[src/cmp_pkg.sv]
// comparator package with operand widths, pipeline latency and the stage bundle types
package cmp_pkg;

    ////////////////////
    // widths
    ////////////////////

    // one operand, also the width of the difference word
    localparam int OPERAND_WIDTH = 512;
    localparam int BYTE_WIDTH = 8;
    // 64 bytes per operand
    localparam int NUM_BYTES = OPERAND_WIDTH / BYTE_WIDTH;
    // second search level works on groups of eight bytes
    localparam int BYTES_PER_GROUP = 8;
    localparam int NUM_GROUPS = NUM_BYTES / BYTES_PER_GROUP;

    // capture, byte scan, group select, encode
    localparam int PIPE_LATENCY = 4;

    ////////////////////
    // vector types
    ////////////////////

    // operand or difference word, indexed by byte then by bit
    typedef logic [NUM_BYTES-1:0][BYTE_WIDTH-1:0] operand_t;

    // one flag per byte of the full word
    typedef logic [NUM_BYTES-1:0] byte_flags_t;

    // one flag per byte inside a single group
    typedef logic [BYTES_PER_GROUP-1:0] group_byte_flags_t;

    ////////////////////
    // stage bundles
    ////////////////////

    // top level input pair
    typedef struct packed {
        operand_t a;
        operand_t b;
    } operand_pair_t;

    // input side output
    // diff is a xor b, a is kept for the winner bits
    typedef struct packed {
        operand_t diff;
        operand_t a;
    } diff_word_t;

    // byte scan output
    typedef struct packed {
        // byte has at least one differing bit
        byte_flags_t nonzero;
        // a's bit at the top differing bit of the byte
        byte_flags_t a_wins;
    } byte_summary_t;

    // group select output, only the winning group survives
    typedef struct packed {
        logic              any_diff;
        group_byte_flags_t nonzero;
        group_byte_flags_t a_wins;
    } group_pick_t;

    ////////////////////
    // result word
    ////////////////////

    // named view of the one-hot code, gt sits in the msb
    typedef struct packed {
        logic gt;
        logic eq;
        logic lt;
    } cmp_flags_t;

    // gt 100, eq 010, lt 001; 000 only before the first result
    typedef union packed {
        logic [2:0] code;
        cmp_flags_t flags;
    } cmp_result_u;

endpackage

[src/operand_capture.sv]
// operand capture stage that registers operand a and the a xor b difference word
`timescale 1ns/1ps

module operand_capture (
    input  logic                 clk,
    input  logic                 reset,
    input  logic                 in_valid,
    input  cmp_pkg::operand_pair_t operands,
    output logic                 capture_valid,
    output cmp_pkg::diff_word_t  captured
);
    import cmp_pkg::*;

    // difference word, a set bit marks a position where a and b disagree
    operand_t diff_c;

    always_comb begin
        diff_c = operands.a ^ operands.b;
    end

    ////////////////////
    // valid pipe
    ////////////////////

    always_ff @(posedge clk) begin
        if (reset) begin
            capture_valid <= 1'b0;
        end else begin
            capture_valid <= in_valid;
        end
    end

    ////////////////////
    // payload
    ////////////////////

    // a is carried along since the winner bits are read from it
    always_ff @(posedge clk) begin
        if (in_valid) begin
            captured.diff <= diff_c;
            captured.a    <= operands.a;
        end
    end

endmodule

[src/byte_scan.sv]
// byte scan stage that flags nonzero difference bytes and finds each byte's local winner bit
`timescale 1ns/1ps

module byte_scan (
    input  logic                  clk,
    input  logic                  reset,
    input  logic                  capture_valid,
    input  cmp_pkg::diff_word_t   captured,
    output logic                  scan_valid,
    output cmp_pkg::byte_summary_t summary
);
    import cmp_pkg::*;

    byte_flags_t nonzero_c;
    byte_flags_t a_wins_c;

    // and-or priority form
    // term k is a[k] when d[k] is the top set bit of the byte, else 0
    function automatic logic local_winner(input logic [BYTE_WIDTH-1:0] d,
                                          input logic [BYTE_WIDTH-1:0] av);
        logic [BYTE_WIDTH-1:0] terms;
        logic                  higher;
        higher = 1'b0;
        for (int k = BYTE_WIDTH - 1; k >= 0; k--) begin
            terms[k] = av[k] & d[k] & ~higher;
            // any set bit above masks every lower term
            higher   = higher | d[k];
        end
        return |terms;
    endfunction

    ////////////////////
    // per-byte flags
    ////////////////////

    always_comb begin
        for (int i = 0; i < NUM_BYTES; i++) begin
            nonzero_c[i] = |captured.diff[i];
            // only meaningful when the byte is nonzero, 0 otherwise
            a_wins_c[i]  = local_winner(captured.diff[i], captured.a[i]);
        end
    end

    always_ff @(posedge clk) begin
        if (reset) begin
            scan_valid <= 1'b0;
        end else begin
            scan_valid <= capture_valid;
        end
    end

    always_ff @(posedge clk) begin
        if (capture_valid) begin
            summary.nonzero <= nonzero_c;
            summary.a_wins  <= a_wins_c;
        end
    end

endmodule

[src/group_select.sv]
// group select stage that picks the highest group holding a difference and keeps its byte flags
`timescale 1ns/1ps

module group_select (
    input  logic                   clk,
    input  logic                   reset,
    input  logic                   scan_valid,
    input  cmp_pkg::byte_summary_t summary,
    output logic                   group_valid,
    output cmp_pkg::group_pick_t   pick
);
    import cmp_pkg::*;

    // one flag per group of eight bytes
    logic [NUM_GROUPS-1:0] group_flags;
    logic                  any_diff_c;
    group_byte_flags_t     nonzero_c;
    group_byte_flags_t     a_wins_c;

    ////////////////////
    // group flags
    ////////////////////

    always_comb begin
        for (int g = 0; g < NUM_GROUPS; g++) begin
            group_flags[g] = |summary.nonzero[g*BYTES_PER_GROUP +: BYTES_PER_GROUP];
        end
    end

    // no group flag means the operands are equal
    assign any_diff_c = |group_flags;

    ////////////////////
    // group mux
    ////////////////////

    // scan upward so the highest flagged group is the last one written
    // with no flag at all group 0 is passed on, encode ignores it then
    always_comb begin
        nonzero_c = summary.nonzero[0 +: BYTES_PER_GROUP];
        a_wins_c  = summary.a_wins[0 +: BYTES_PER_GROUP];
        for (int g = 1; g < NUM_GROUPS; g++) begin
            if (group_flags[g]) begin
                nonzero_c = summary.nonzero[g*BYTES_PER_GROUP +: BYTES_PER_GROUP];
                a_wins_c  = summary.a_wins[g*BYTES_PER_GROUP +: BYTES_PER_GROUP];
            end
        end
    end

    always_ff @(posedge clk) begin
        if (reset) begin
            group_valid <= 1'b0;
        end else begin
            group_valid <= scan_valid;
        end
    end

    always_ff @(posedge clk) begin
        if (scan_valid) begin
            pick.any_diff <= any_diff_c;
            pick.nonzero  <= nonzero_c;
            pick.a_wins   <= a_wins_c;
        end
    end

endmodule

[src/result_encode.sv]
// result encode stage that picks the top differing byte of the group and registers the result
`timescale 1ns/1ps

module result_encode (
    input  logic                 clk,
    input  logic                 reset,
    input  logic                 group_valid,
    input  cmp_pkg::group_pick_t pick,
    output logic                 result_valid,
    output cmp_pkg::cmp_result_u result
);
    import cmp_pkg::*;

    // a's bit at the highest differing bit of the whole word
    logic        winner;
    cmp_result_u result_c;

    ////////////////////
    // byte pick
    ////////////////////

    // highest nonzero byte wins, byte 0 by default
    always_comb begin
        winner = pick.a_wins[0];
        for (int i = 1; i < BYTES_PER_GROUP; i++) begin
            if (pick.nonzero[i]) begin
                winner = pick.a_wins[i];
            end
        end
    end

    // encode through the named flags, the code view is what leaves the block
    always_comb begin
        result_c.flags.gt = pick.any_diff & winner;
        result_c.flags.eq = ~pick.any_diff;
        result_c.flags.lt = pick.any_diff & ~winner;
    end

    ////////////////////
    // output regs
    ////////////////////

    // result holds between pulses, 000 until the first one
    always_ff @(posedge clk) begin
        if (reset) begin
            result_valid <= 1'b0;
            result.code  <= 3'b000;
        end else begin
            result_valid <= group_valid;
            if (group_valid) begin
                result <= result_c;
            end
        end
    end

endmodule

[src/comparator_512bit.sv]
// pipelined 512-bit unsigned magnitude comparator reporting a greater, equal or a less
`timescale 1ns/1ps

module comparator_512bit (
    input  logic                   clk,
    input  logic                   reset,
    input  logic                   in_valid,
    input  cmp_pkg::operand_pair_t operands,
    output logic                   result_valid,
    output cmp_pkg::cmp_result_u   result
);
    import cmp_pkg::*;

    // stage to stage links, one valid bit beside each bundle
    logic          capture_valid;
    diff_word_t    captured;
    logic          scan_valid;
    byte_summary_t summary;
    logic          group_valid;
    group_pick_t   pick;

    ////////////////////
    // stage 1, a xor b
    ////////////////////

    operand_capture i_operand_capture (
        .clk           (clk),
        .reset         (reset),
        .in_valid      (in_valid),
        .operands      (operands),
        .capture_valid (capture_valid),
        .captured      (captured)
    );

    // stage 2, per-byte flags
    byte_scan i_byte_scan (
        .clk           (clk),
        .reset         (reset),
        .capture_valid (capture_valid),
        .captured      (captured),
        .scan_valid    (scan_valid),
        .summary       (summary)
    );

    // stage 3, highest group
    group_select i_group_select (
        .clk         (clk),
        .reset       (reset),
        .scan_valid  (scan_valid),
        .summary     (summary),
        .group_valid (group_valid),
        .pick        (pick)
    );

    ////////////////////
    // stage 4, encode
    ////////////////////

    result_encode i_result_encode (
        .clk          (clk),
        .reset        (reset),
        .group_valid  (group_valid),
        .pick         (pick),
        .result_valid (result_valid),
        .result       (result)
    );

endmodule

[config.mk]
export PLATFORM = sky130hd
export DESIGN_NAME = comparator_512bit
export DESIGN_NICKNAME = d
export VERILOG_FILES = /design/src/cmp_pkg.sv /design/src/operand_capture.sv /design/src/byte_scan.sv /design/src/group_select.sv /design/src/result_encode.sv /design/src/comparator_512bit.sv
export SDC_FILE = /design/constraint.sdc
export NUM_CORES = 1
export LEC_CHECK = 0
export ABC_AREA = 0
export BUFFER_PORTS_ARGS = -buffer_cell sky130_fd_sc_hd__buf_2
export CAP_MARGIN = 40
export CORE_AREA = 2 2 404 406
export CTS_CLUSTER_SIZE = 14
export DETAILED_ROUTE_END_ITERATION = 8
export DIE_AREA = 0 0 406 408
export GPL_TIMING_DRIVEN = 1
export HOLD_SLACK_MARGIN = 0.08
export MAX_ROUTING_LAYER = met4
export PLACE_DENSITY = 0.51
export SETUP_SLACK_MARGIN = 0.5
export SYNTH_ARGS = -nofsm -noshare
export SYNTH_HDL_FRONTEND = slang
export SYNTH_SLANG_ARGS = --single-unit
[constraint.sdc]
create_clock -name clk -period 5.46 [get_ports clk]
set_clock_uncertainty 0.05 [all_clocks]
set_input_delay 0.546 -clock clk [delete_from_list [all_inputs] [get_ports clk]]
set_output_delay 0.546 -clock clk [all_outputs]
set_load 0.005 [all_outputs]
==> flow_summary.yaml <==
global_route:
  grt-ovfl-total: 0
  grt_usage: 0.194
  grt_max_degree: 124
  antenna_found_initial: 60
  grt_pass1_wl_mm: 227
  grt_pass1_vias: 35778
route:
  num_vias: 33601
  drt_pass1_iterations: 5
  post_drt_wl_per_cell_um: 21.4
  drt_iter0_markers: 2153
  drt-total-wl_mm: 161
  vias_per_cell: 4.47
  ant_nets: 0
  drc: 0
logic_synthesis:
  ys_ff_latch: 1175
  synth_edf_count: 1168
  synth_area_sq_mm: 0.0467
  synth_area_leader_cell: "edfxtp_1"
  syn-num-nets: 4027
  synth-main-ff-cell: "edfxtp_1"
  async_flop_share: 0
  synth-seq-area-share: 0.755
  synth_top_area_share: 0.752
  synthTopCellsByArea: "edfxtp_1 75%, xor2_1 9.6%, a21oi_1 3.7%, nand2_1 1.7%, nor2_1 1.7%"
  syn-mean-instance-area_sq_um: 15.6
  yosys_warnings: 0
  synth.distinct_cells: 46
  synthCells: 3000
clocking:
  clkTransAtPathRegs_ns: 0.06
  cts_tree: "done"
  numCtsBuffers: 137
  cts-root-buf: "clkbuf_16"
  cts_buffer_depth: 3
  clk_latency_ns: 0.74
  htree_levels: 4
  clock-sinks: 1175
  cts_resized: 0
sta:
  slew_violations: 0
  worst_hold_slack_ns: 0.145
  setup_tns_ns: 0
  period_share: 0.473
  setup_viol: 0
  max_freq_mhz: 387
  tightest_slew_ns: 1.06
  hold_viol: 0
  worst_slack_ns: 2.88
  period_needed_ns: 2.58
  rsz0062_at_grt: "false"
  max_slew_margin: 0.296
worst_setup_path:
  crit_type: "reg -> reg"
  endpoint_kind: "flip-flop"
  crit_fanout: 24
  cp.required_ns: 5.88
  critPathArrivalTime_ns: 3.00
  cp-start-kind: "flip-flop"
die:
  row_count: 148
  io_pins: 1031
  coreArea_sq_mm: 0.162
  dieArea_sq_mm: 0.166
  start_util: 0.289
  die_y_um: 408
  fp.dieW_um: 406
final_layout:
  area_delta_synth_final_pct: 48.3
  final_cell_area_sq_mm: 0.0692
  finalNonFillerCells: 7518
  fin_util: 0.428
  drive_gt1_frac: 0.236
  nNetsFinal: 6207
power:
  p_leak_nw: 26.4
  ir_drop_uv: 304
  total_power_mw: 22.5
  power_density_mw_per_mm2: 325
outcome:
  status: "finished clean"
worst_hold_path:
  hold_class: "in -> reg"
placement:
  gp_congestion: 0.878
  dpl.cell_count: 6214
  io_buffers: 1030
  dpl.hpwl_mm: 121
  post-place-ws_ns: 2.93
  place_area_sq_mm: 0.0547
job:
  cap_violations: 0
==> metal layers <==
metal | global-route usage | wire (um)
met5 | - | 0
met4 | 0.0697 | 5780
met3 | 0.0396 | 8660
met2 | 0.339 | 82100
met1 | 0.218 | 64000
==> synth_stat cells, drive strengths merged (4+ instances only) <==
master  instances
dfxtp           7
nand2         209
o211ai          5
o21ai          88
nor4           77
a21oi         348
xor2          512
o31ai           8
buf            12
a211oi          8
a31o            5
or3            63
a221o          68
o22ai           4
nand3b         64
a311oi          9
nor2          209
nand3          19
nor2b           4
a22oi           4
edfxtp       1168
nor3            7
inv            73
and2            5
==> worst max-delay path, cell delays in order (launching register included) <==
cell and delay, ns:
edfxtp_1 0.43, nor4_2 0.48, and3b_1 0.76, nand3_1 0.29
nor2_1 0.23, nand2_1 0.09
==> cells in the final DEF (no fill, tap or decap), types with 53 or more instances in the layout <==
cell	synthesis	routed
xor2_1	512	512
a221o_1	68	68
nand2_1	208	208
clkbuf_16	0	140
diode_2	0	53
or3_1	63	63
dlygate4sd3_1	0	1002
edfxtp_1	1168	1168
a21oi_1	348	348
inv_1	73	73
nor4_1	69	69
o21ai_0	76	76
buf_2	7	1029
nand3b_1	64	64
nor2_1	208	208
==> final timing paths <==
kind | start | endpoint | slack, ns | cells past startpoint
setup reg to reg | i_byte_scan.summary[125] | i_group_select.pick[16] | 2.88 | 5
hold reg to reg | i_result_encode.result[2] | i_result_encode.result[2] | 0.42 | 2
setup / recovery | i_byte_scan.summary[125] | i_group_select.pick[16] | 2.88 | 5
hold / removal | operands[127] | i_operand_capture.captured[639] | 0.14 | 2
==> final cells by class <==
class                      count  area [sq um]
timing repair buffer        2053         15400
antenna                       53           133
sequential                  1175         35200
inverter                      73           274
fill                       14756         92500
multi-input combinational   1740         11100
tap                         2175          2720
clock inverter                78           688
clock buffer                 171          3630
==> timing repair <==
item                                   4_1_cts  5_1_grt
hold buffers                              1000        2
buffers inserted                             0        0
endpoints found under the hold margin     1024        2
==> kinds of logic (layout without fill, tap and decap cells) <==
kind of cell	Yosys count	in the layout	share of synthesized area
compound gates	563	563	0.0715
flops	1175	1175	0.755
simple gates	664	664	0.0701
mux	1	1	0.000241
xor+xnor	512	512	0.0961
other cells	0	53	0
buf+inv	85	2375	0.00751
==> where the power goes <==
part | total [mW] | switching (mW) | internal (mW)
sequential | 11.3 | 0.430 | 10.9
combinational | 2.33 | 1.14 | 1.19
clock | 8.82 | 3.74 | 5.08
==> registers in the layout, summed over array words and instances (netlist names) <==
name and flops:
i_result_encode.result 3, i_byte_scan.summary 128, i_group_select.pick 16, i_operand_capture.captured 1024, i_operand_capture.capture_valid 1, i_byte_scan.scan_valid 1, i_group_select.group_valid 1, i_result_encode.result_valid 1
No activity file was read; power rests on OpenSTA's default activity.
